$ cat src/conv_geometry_pkg.sv
package conv_geometry_pkg;

  ////////////////////////////////////////
  // Channel and plane geometry
  ////////////////////////////////////////

  // Channels summed into one output pixel
  localparam int CHANNEL_NUM = 4;

  // Pixels in one channel plane
  localparam int PLANE_PIXELS = 16;

  // Pairwise adder stages
  localparam int ADD_LEVELS = $clog2(CHANNEL_NUM);

  ////////////////////////////////////////
  // Counter widths
  ////////////////////////////////////////

  localparam int PIXEL_CNT_WIDTH = $clog2(PLANE_PIXELS);
  localparam int CHANNEL_CNT_WIDTH = $clog2(CHANNEL_NUM);

  // Pixels that must enter before every tap holds real data
  localparam int FILL_PIXELS = (CHANNEL_NUM - 1) * PLANE_PIXELS;
  localparam int FILL_CNT_WIDTH = $clog2(FILL_PIXELS + 1);

endpackage

$ cat src/conv_types_pkg.sv
package conv_types_pkg;

  import conv_geometry_pkg::*;

  ////////////////////////////////////////
  // Data widths
  ////////////////////////////////////////

  localparam int PXL_WIDTH = 16;
  localparam int SUM_WIDTH = PXL_WIDTH + ADD_LEVELS;

  typedef logic signed [PXL_WIDTH-1:0] pxl_t;

  // Room for ADD_LEVELS carries out of the tree
  typedef logic signed [SUM_WIDTH-1:0] sum_t;

  // Saturation limits
  localparam pxl_t PXL_MAX = 16'sh7fff;
  localparam pxl_t PXL_MIN = 16'sh8000;

  ////////////////////////////////////////
  // Aligned taps from the delay chain
  ////////////////////////////////////////

  // taps[0] is the newest plane, taps[CHANNEL_NUM-1] the oldest
  typedef struct packed {
    pxl_t [CHANNEL_NUM-1:0] taps;
    logic                   valid;
  } tap_bus_t;

endpackage

$ cat src/adder_tree.sv
`timescale 1ns/1ps

module adder_tree
  import conv_geometry_pkg::*, conv_types_pkg::*;
(
  input  logic     clk,
  input  logic     reset,
  input  tap_bus_t tap_bus,
  input  logic     group_done,
  output sum_t     sum,
  output logic     sum_valid
);

  // Heap layout, node 1 is the root and node k feeds from 2k and 2k+1
  sum_t node [1:CHANNEL_NUM-1];

  logic [ADD_LEVELS-1:0] lvl_valid;
  logic [ADD_LEVELS:0] valid_chain;

  ////////////////////////////////////////
  // Pairwise adder levels
  ////////////////////////////////////////

  for (genvar l = 1; l <= ADD_LEVELS; l++) begin : g_level
    for (genvar k = 2**(ADD_LEVELS-l); k < 2**(ADD_LEVELS-l+1); k++) begin : g_node
      if (l == 1) begin : g_leaf
        // First level takes the taps of a finished group
        always_ff @(posedge clk) begin
          if (group_done) begin
            node[k] <= sum_t'($signed(tap_bus.taps[2*k-CHANNEL_NUM]))
                     + sum_t'($signed(tap_bus.taps[2*k+1-CHANNEL_NUM]));
          end
        end
      end else begin : g_inner
        always_ff @(posedge clk) begin
          node[k] <= node[2*k] + node[2*k+1];
        end
      end
    end
  end

  // Valid bit runs beside the data, one bit per level
  always_ff @(posedge clk) begin
    if (reset) begin
      lvl_valid <= '0;
    end else begin
      lvl_valid <= (lvl_valid << 1) | ADD_LEVELS'(group_done);
    end
  end

  assign sum = node[1];
  assign sum_valid = lvl_valid[ADD_LEVELS-1];

  assign valid_chain = {lvl_valid, group_done};

  for (genvar l = 1; l <= ADD_LEVELS; l++) begin : g_valid_chk
    a_level_valid: assert property (
      @(posedge clk) disable iff (reset) valid_chain[l] |-> $past(valid_chain[l-1])
    );
  end

endmodule

$ cat src/channel_adder_top.sv
`timescale 1ns/1ps

module channel_adder_top
  import conv_geometry_pkg::*, conv_types_pkg::*;
(
  input  logic clk,
  input  logic reset,
  input  logic valid_in,
  input  pxl_t pxl_in,
  output pxl_t pxl_out,
  output logic valid_out,
  output logic plane_last
);

  tap_bus_t tap_bus;
  logic group_done;
  sum_t sum;
  logic sum_valid;

  ////////////////////////////////////////
  // Input side
  ////////////////////////////////////////

  plane_delay_line plane_delay_line_i (
    .clk     (clk),
    .reset   (reset),
    .valid_in(valid_in),
    .pxl_in  (pxl_in),
    .tap_bus (tap_bus)
  );

  plane_counter plane_counter_i (
    .clk       (clk),
    .reset     (reset),
    .valid_in  (valid_in),
    .taps_ready(tap_bus.valid),
    .group_done(group_done)
  );

  ////////////////////////////////////////
  // Sum and output side
  ////////////////////////////////////////

  adder_tree adder_tree_i (
    .clk       (clk),
    .reset     (reset),
    .tap_bus   (tap_bus),
    .group_done(group_done),
    .sum       (sum),
    .sum_valid (sum_valid)
  );

  result_clamp result_clamp_i (
    .clk       (clk),
    .reset     (reset),
    .sum       (sum),
    .sum_valid (sum_valid),
    .pxl_out   (pxl_out),
    .valid_out (valid_out),
    .plane_last(plane_last)
  );

endmodule

$ cat src/plane_counter.sv
`timescale 1ns/1ps

module plane_counter
  import conv_geometry_pkg::*, conv_types_pkg::*;
(
  input  logic clk,
  input  logic reset,
  input  logic valid_in,
  input  logic taps_ready,
  output logic group_done
);

  logic valid_q;
  logic last_chan_q;
  logic [PIXEL_CNT_WIDTH-1:0] pix_cnt;
  logic [CHANNEL_CNT_WIDTH-1:0] chan_cnt;

  // Steps on the registered strobe, same edge as the tap register
  always_ff @(posedge clk) begin
    if (reset) begin
      valid_q <= 1'b0;
      last_chan_q <= 1'b0;
      pix_cnt <= '0;
      chan_cnt <= '0;
    end else begin
      valid_q <= valid_in;
      last_chan_q <= 1'b0;
      if (valid_q) begin
        last_chan_q <= (chan_cnt == CHANNEL_CNT_WIDTH'(CHANNEL_NUM - 1));
        if (pix_cnt == PIXEL_CNT_WIDTH'(PLANE_PIXELS - 1)) begin
          pix_cnt <= '0;
          if (chan_cnt == CHANNEL_CNT_WIDTH'(CHANNEL_NUM - 1)) begin
            chan_cnt <= '0;
          end else begin
            chan_cnt <= chan_cnt + 1'b1;
          end
        end else begin
          pix_cnt <= pix_cnt + 1'b1;
        end
      end
    end
  end

  // Taps and flag come from the same edge
  assign group_done = last_chan_q & taps_ready;

  a_chan_range: assert property (
    @(posedge clk) disable iff (reset) int'(chan_cnt) < CHANNEL_NUM
  );

endmodule

$ cat src/plane_delay_line.sv
`timescale 1ns/1ps

module plane_delay_line
  import conv_geometry_pkg::*, conv_types_pkg::*;
(
  input  logic     clk,
  input  logic     reset,
  input  logic     valid_in,
  input  pxl_t     pxl_in,
  output tap_bus_t tap_bus
);

  pxl_t in_pxl_q;
  logic in_valid_q;

  // One plane of history per buffer
  pxl_t line_buf [CHANNEL_NUM-1][PLANE_PIXELS];

  pxl_t [CHANNEL_NUM-1:0] taps_q;
  logic taps_valid_q;
  logic [FILL_CNT_WIDTH-1:0] fill_cnt;

  ////////////////////////////////////////
  // Input register
  ////////////////////////////////////////

  always_ff @(posedge clk) begin
    if (valid_in) begin
      in_pxl_q <= pxl_in;
    end
  end

  always_ff @(posedge clk) begin
    if (reset) begin
      in_valid_q <= 1'b0;
    end else begin
      in_valid_q <= valid_in;
    end
  end

  ////////////////////////////////////////
  // Plane buffers and tap register
  ////////////////////////////////////////

  // Chain only moves on a strobe, so idle cycles keep alignment
  always_ff @(posedge clk) begin
    if (in_valid_q) begin
      taps_q[0] <= in_pxl_q;
      line_buf[0][0] <= in_pxl_q;
      for (int b = 0; b < CHANNEL_NUM - 1; b++) begin
        // Oldest entry is the same position one plane back
        taps_q[b+1] <= line_buf[b][PLANE_PIXELS-1];
        if (b > 0) begin
          line_buf[b][0] <= line_buf[b-1][PLANE_PIXELS-1];
        end
        for (int p = 1; p < PLANE_PIXELS; p++) begin
          line_buf[b][p] <= line_buf[b][p-1];
        end
      end
    end
  end

  // Fill count saturates once the chain is primed
  always_ff @(posedge clk) begin
    if (reset) begin
      fill_cnt <= '0;
      taps_valid_q <= 1'b0;
    end else if (in_valid_q) begin
      if (fill_cnt == FILL_CNT_WIDTH'(FILL_PIXELS)) begin
        taps_valid_q <= 1'b1;
      end else begin
        fill_cnt <= fill_cnt + 1'b1;
      end
    end
  end

  assign tap_bus = '{taps: taps_q, valid: taps_valid_q};

  a_pxl_known: assert property (
    @(posedge clk) disable iff (reset) valid_in |-> !$isunknown(pxl_in)
  );

endmodule

$ cat src/result_clamp.sv
`timescale 1ns/1ps

module result_clamp
  import conv_geometry_pkg::*, conv_types_pkg::*;
(
  input  logic clk,
  input  logic reset,
  input  sum_t sum,
  input  logic sum_valid,
  output pxl_t pxl_out,
  output logic valid_out,
  output logic plane_last
);

  pxl_t clamped;
  logic [PIXEL_CNT_WIDTH-1:0] out_cnt;

  ////////////////////////////////////////
  // Saturation
  ////////////////////////////////////////

  always_comb begin
    if (sum > sum_t'(PXL_MAX)) begin
      clamped = PXL_MAX;
    end else if (sum < sum_t'(PXL_MIN)) begin
      clamped = PXL_MIN;
    end else begin
      clamped = pxl_t'(sum);
    end
  end

  always_ff @(posedge clk) begin
    if (sum_valid) begin
      pxl_out <= clamped;
    end
  end

  ////////////////////////////////////////
  // Output plane position
  ////////////////////////////////////////

  always_ff @(posedge clk) begin
    if (reset) begin
      valid_out <= 1'b0;
      plane_last <= 1'b0;
      out_cnt <= '0;
    end else begin
      valid_out <= sum_valid;
      plane_last <= 1'b0;
      if (sum_valid) begin
        if (out_cnt == PIXEL_CNT_WIDTH'(PLANE_PIXELS - 1)) begin
          plane_last <= 1'b1;
          out_cnt <= '0;
        end else begin
          out_cnt <= out_cnt + 1'b1;
        end
      end
    end
  end

endmodule

$ cat config.mk
export PLATFORM = sky130hd
export DESIGN_NAME = channel_adder_top
export DESIGN_NICKNAME = d
export VERILOG_FILES = /design/src/conv_geometry_pkg.sv /design/src/conv_types_pkg.sv /design/src/adder_tree.sv /design/src/channel_adder_top.sv /design/src/plane_counter.sv /design/src/plane_delay_line.sv /design/src/result_clamp.sv
export SDC_FILE = /design/constraint.sdc
export NUM_CORES = 1
export LEC_CHECK = 0
export BUFFER_PORTS_ARGS = -buffer_cell sky130_fd_sc_hd__buf_2
export CAP_MARGIN = 30
export CELL_PAD_IN_SITES_DETAIL_PLACEMENT = 0
export CELL_PAD_IN_SITES_GLOBAL_PLACEMENT = 2
export CORE_AREA = 4 4 248 250
export CTS_CLUSTER_DIAMETER = 40
export DETAILED_ROUTE_END_ITERATION = 12
export DIE_AREA = 0 0 252 254
export GPL_ROUTABILITY_DRIVEN = 1
export PLACE_DENSITY = 0.78
export SYNTH_ARGS = -nofsm -noshare
export SYNTH_HDL_FRONTEND = slang
export SYNTH_SLANG_ARGS = --single-unit
$ cat constraint.sdc
create_clock -name clk -period 38.1 [get_ports clk]
set_clock_uncertainty 0.1 [all_clocks]
set_input_delay 1.905 -clock clk [delete_from_list [all_inputs] [get_ports clk]]
set_output_delay 1.905 -clock clk [all_outputs]
set_load 0.005 [all_outputs]
Word level (Yosys, flattened, before mapping) --
Memory sizes are Yosys's and may differ from the RTL's. Cells that the tools add are included.
Storage, ports and cells: flip-flop bits (word level) 119, RAM bits 822, bits of input ports 19, memories 2
Memory list:
- plane_delay_line_i.line_buf | depth 3, bits a word 256, read ports 3, clocked after memory_dff 0, write ports 3, line plane_delay_line.sv:17 | pxl_t line_buf [CHANNEL_NUM-1][PLANE_PIXELS];
- adder_tree_i.node | depth 3, bits a word 18, read ports 3, clocked after memory_dff 0, write ports 3, line adder_tree.sv:15 | sum_t node [1:CHANNEL_NUM-1];
Operators by class: add/subtract/negate cells 7, $lt $le $gt $ge 2, eq/ne operators 4, muxes and demuxes 9, bitwise logic cells 5, reduce and logical (&&, ||, !) cells 5
Operators by type and width (number):
- adder 16 x 16 -> 17 bit | 2
- adder 18 bit | 1
- greater-than comparator 18 x 16 -> 1 bit, second input constant | 1
- less-than comparator 18 x 16 -> 1 bit, second input constant | 1
- 2-to-1 mux 16 bit | 1
- adder 4 x 1 -> 4 bit, second input constant | 2
- == test 4 bit, second input constant | 2
- 2-to-1 mux 4 bit | 2
- adder 6 x 1 -> 6 bit, second input constant | 1
- == test 6 bit, second input constant | 1
- AND reduction 2 bit | 3
- 2-to-1 mux 1 bit | 5
- OR reduction 2 bit | 2
- inverter 1 bit | 3
- adder 2 x 1 -> 2 bit, second input constant | 1
- == test 2 bit, second input constant | 1
- 2-to-1 mux 2 bit | 1
- OR 2 x 1 -> 2 bit | 1
- bitwise AND 1 bit | 1

Logic depth before layout (Yosys ltp) --
depth in word-level cells 3, mapped depth 9, depth with buffers taken out 9

Modules after synthesis --
A second synthesis with hierarchy kept.
Second synthesis, totals: cells, all modules 1384, area, all modules 29846.1 um^2
Modules (own cells, without submodules):
- plane_delay_line | times used 1, cells each 893, area an instance 24800.0 um^2, sequential area each 24183.2 um^2
- adder_tree | times used 1, cells each 384, area an instance 3837.4 um^2, sequential area each 1421.4 um^2
- result_clamp | times used 1, cells each 76, area an instance 883.3 um^2, sequential area each 600.6 um^2
- plane_counter | times used 1, cells each 31, area an instance 325.3 um^2, sequential area each 160.2 um^2

Worst setup path before layout --
OpenSTA, ideal clock, no wires.
path kind reg2reg, start reg, netlist name plane_counter_i.valid_q, end reg plane_delay_line_i.fill_cnt[5], library setup time 0.071 ns, data arrival time 20.454 ns, slack 17.476 ns, stages on the path, launching flop included 4, buffers on the path 0, cell sequence dfxtp_1 nand4_1 or3_1 a21oi_1
RTL lines:
- end signal: assignment | line plane_delay_line.sv:72 | fill_cnt <= fill_cnt + 1'b1;
- end: declaration | line plane_delay_line.sv:21 | logic [FILL_CNT_WIDTH-1:0] fill_cnt;

==> reports/qor.log <==
qor: placed_design.dp.cells 2,179
qor: clock_tree.numCtsBuffers 109
qor: critical_path.ordered_list_of_cells_on_the_worst_path buf_4 -> buf_12
qor: worst_hold_path.worstHoldStart plane_delay_line_i.line_buf[2][152]$_DFFE_PP_
qor: floorplanning.rows 89
qor: logic_synthesis.synth_cell_type_count 57
qor: drt.ant_nets 0
qor: cells_and_area.final_nets 1,595
qor: critical_path.cp_num_buf_inv 2
qor: critical_path.maximum_single_stage_delay_on_the_critical_path 810 ps
qor: clock_tree.cts.htree.levels 3
qor: logic_synthesis.synth_most_common_cell sky130_fd_sc_hd__edfxtp_1
qor: logic_synthesis.post-synth-top-area-cell sky130_fd_sc_hd__edfxtp_1
qor: timing.post-route-min-period 3220 ps
qor: cells_and_area.antenna-diode-count 0
qor: logic_synthesis.synth_seq_area_share 89.3%
qor: critical_path.timing.critical_path.slowest_stage_cell sky130_fd_sc_hd__buf_4
qor: grt.wire_length_of_the_first_global_routing_pass 64,200 um
qor: cells_and_area.drive_gt1_share 14.6%
qor: logic_synthesis.syn-instance-count 1,374
qor: floorplanning.initial_utilization 50.0%
qor: placed_design.port_buffers 36
qor: clock_tree.clkSinkCount 891
qor: timing.fin_worst_hold_slack 301 ps
qor: critical_path.crit_required 38,230 ps
qor: drt.route.detailed.vias_per_inst 4.96
qor: clock_tree.cts.repair_timing.setup_buffer_count 0
qor: placed_design.routabilityCongestion 0.768
qor: timing.rsz0062_at_grt no
qor: logic_synthesis.synth-edff-count 850
qor: timing.report.final.hold_viol_count 0
qor: floorplanning.floorplan.die.height 254 um
qor: logic_synthesis.synth.cell_area 29,500 um^2
qor: critical_path.crit_fanout 224
qor: grt.via_count_of_the_first_global_routing_pass 11,813
qor: drt.vias 11,826
qor: power.power.static_leakage 11.7 nW
qor: clock_tree.later_pin_clock_latency_in_the_skew_report 630 ps
qor: grt.globalRouteTotalUtil 12.8%
qor: floorplanning.coreArea 59,000 um^2
qor: drt.detail_route.wirelength 40,700 um
qor: clock_tree.clock-root-buffer sky130_fd_sc_hd__clkbuf_16
qor: clock_tree.tritoncts built
qor: logic_synthesis.syn_nets 1,450
qor: cells_and_area.multi_input_area 3020 um^2
qor: cells_and_area.nFillCells 4,260
qor: logic_synthesis.synthDominantCellAreaShare 86.5%
qor: timing.worst_slew_pin_slew 1350 ps
qor: logic_synthesis.yosys_most_used_dff sky130_fd_sc_hd__edfxtp_1
qor: grt.grt_antenna_before_repair 0
qor: timing.maxClockFrequency 0.311 GHz
qor: logic_synthesis.syn_avg_cell_area 21.5 um^2
qor: timing.worst_slew_margin_rel 10.3%
qor: critical_path.startpoint plane_counter_i.valid_q$_SDFF_PP0_
qor: clock_tree.cts.reportedPaths.clkPinSlew 60 ps
qor: power.power.density_cell_area 63.0 nW/um^2
qor: critical_path.critical_path_arrival 3350 ps
qor: grt.grt_max_degree 225
qor: logic_synthesis.yosys-top-cells-count sky130_fd_sc_hd__edfxtp_1 (850), sky130_fd_sc_hd__nor2_1 (83), sky130_fd_sc_hd__a21oi_1 (58)
qor: logic_synthesis.postSynth.asyncResetShare 0%
qor: timing.setup_viol_count_final 0
qor: critical_path.worst_setup_path_end_kind flop
qor: floorplanning.io_pins 37
qor: drt.first_pass_iters 4
qor: grt.grt_overflow 0
qor: timing.timing_max_transition_violations_final 0
qor: logic_synthesis.synth_seq_cells 891
qor: outcome.run_status finished, final reports clean
qor: critical_path.crit_path_start_kind flop
qor: timing.setup_total_negative_slack 0 ps
qor: placed_design.dp_hpwl 22,200 um
qor: critical_path.timing.setup.critical_path_class flop to flop
qor: cells_and_area.instances_no_fill 2,385
qor: clock_tree.post_cts_hold_buffer_count 0
qor: critical_path.timing.critical_path.max_delay_family buffers and inverters
qor: drt.post_drt_wl_per_cell 17.1 um
qor: critical_path.crit-reg2reg-launch plane_counter_i.valid_q$_SDFF_PP0_
qor: clock_tree.max-clock-path-buffers 3
qor: cells_and_area.flow.area_growth_from_synthesis 16.7%
qor: drt.drtIter0Drc 963
qor: power.report.power.total 2.17 mW
qor: power.max-vdd-ir-drop 0.0491 mV
qor: cells_and_area.seq_area 26,300 um^2
qor: timing.crit_share_post_route 8.44%
qor: floorplanning.die-width 252 um
qor: floorplanning.die_area 64,000 um^2
qor: drt.drc 0
qor: clock_tree.cts_resized 0
qor: flow_run.drv_cap 0
qor: logic_synthesis.synthesis.yosys.warnings 0
qor: logic_synthesis.ys_top_cells_by_area sky130_fd_sc_hd__edfxtp_1 (87%), sky130_fd_sc_hd__dfxtp_1 (2.8%), sky130_fd_sc_hd__ha_1 (2.3%), sky130_fd_sc_hd__nor2_1 (1.1%), sky130_fd_sc_hd__a21oi_1 (0.98%)
qor: worst_hold_path.worstHoldPathType flop to flop
==> where the power goes <==
group / total, mW / switching, mW / internal, mW
Sequential: 1.12 / 0.0123 / 1.11
Clock: 1.00 / 0.397 / 0.604
Combinational: 0.0437 / 0.0305 / 0.0133
Total: 2.17 / 0.439 / 1.73
==> kinds of logic (layout without fill, tap and decap cells) <==
logic type      count (synthesis)  in the layout  share of synthesized area, %
flops                         891            891                          89.3
simple gates                  189            189                          2.88
compound gates                150            150                          3.35
fa+ha+maj                      57             57                          2.49
xor+xnor                       46             46                          1.37
buf+inv                        36            274                         0.458
mux                             5              5                         0.170
==> metal layers <==
| metal | share of wire [%] | global-route usage [%] | vias to the layer above | wire (um) |
|---|---|---|---|---|
| met5 | 0 | 0 | - | 0 |
| met4 | 2.7 | 4.63 | 0 | 1110 |
| met3 | 3.6 | 3.13 | 95 | 1480 |
| met2 | 42 | 17.6 | 198 | 17000 |
| met1 | 52 | 19.9 | 5848 | 21100 |
| li1 | - | - | 5685 | - |
==> state kept, by name, indices dropped and copies added, names as in the netlist, 4 cells and up <==
name / cells
plane_delay_line_i.line_buf: 721
plane_delay_line_i.tap_bus: 63
adder_tree_i.node: 52
plane_delay_line_i.in_pxl_q: 16
result_clamp_i.pxl_out: 16
plane_delay_line_i.fill_cnt: 6
plane_counter_i.pix_cnt: 4
result_clamp_i.out_cnt: 4
==> cell usage in the layout (no fill, tap or decap), drive strengths merged, types with 3 or more instances in the layout <==
master,instances
a211oi,3
a21o,18
a21oi,58
and3,6
buf,47
bufinv,9
clkbuf,121
clkinv,42
clkinvlp,14
dfxtp,41
edfxtp,850
fa,3
ha,54
inv,41
mux2i,5
nand2,45
nand2b,8
nand3,10
nand4,9
nor2,83
nor2b,10
nor3,7
o21a,9
o21ai,26
o21bai,4
o31ai,6
or2,3
or3,5
xnor2,33
xor2,13
==> path summary, 6_finish.rpt <==
kind | end | cells past startpoint | slack (ps)
worst max-delay path | plane_delay_line_i.line_buf[2][98]$_DFFE_PP_ | 2 | 34880
worst min-delay path | plane_delay_line_i.line_buf[2][136]$_DFFE_PP_ | 0 | 300
worst max register to register | plane_delay_line_i.line_buf[2][98]$_DFFE_PP_ | 2 | 34880
worst min register to register | plane_delay_line_i.line_buf[2][136]$_DFFE_PP_ | 0 | 300
==> final cells by class <==
class                           instances  area share (%)
Inverter                               23           0.251
Multi-Input combinational cell        447            8.79
Sequential cell                       891            76.6
Tap cell                              773            2.81
Clock inverter                         83            2.34
Timing Repair Buffer                   47            1.05
Clock buffer                          121            8.21
==> per-stage QoR <==
stage	area [um^2]	utilization [%]	setup slack (ps)
after global placement	30700	52.0	35000
after CTS	34400	58.2	34910
final	34400	58.3	34880
after detailed placement	30700	52.1	34900
after global routing	34400	58.3	34770
after floorplan	29500	-	17480
(Power assumes the default switching activity.)
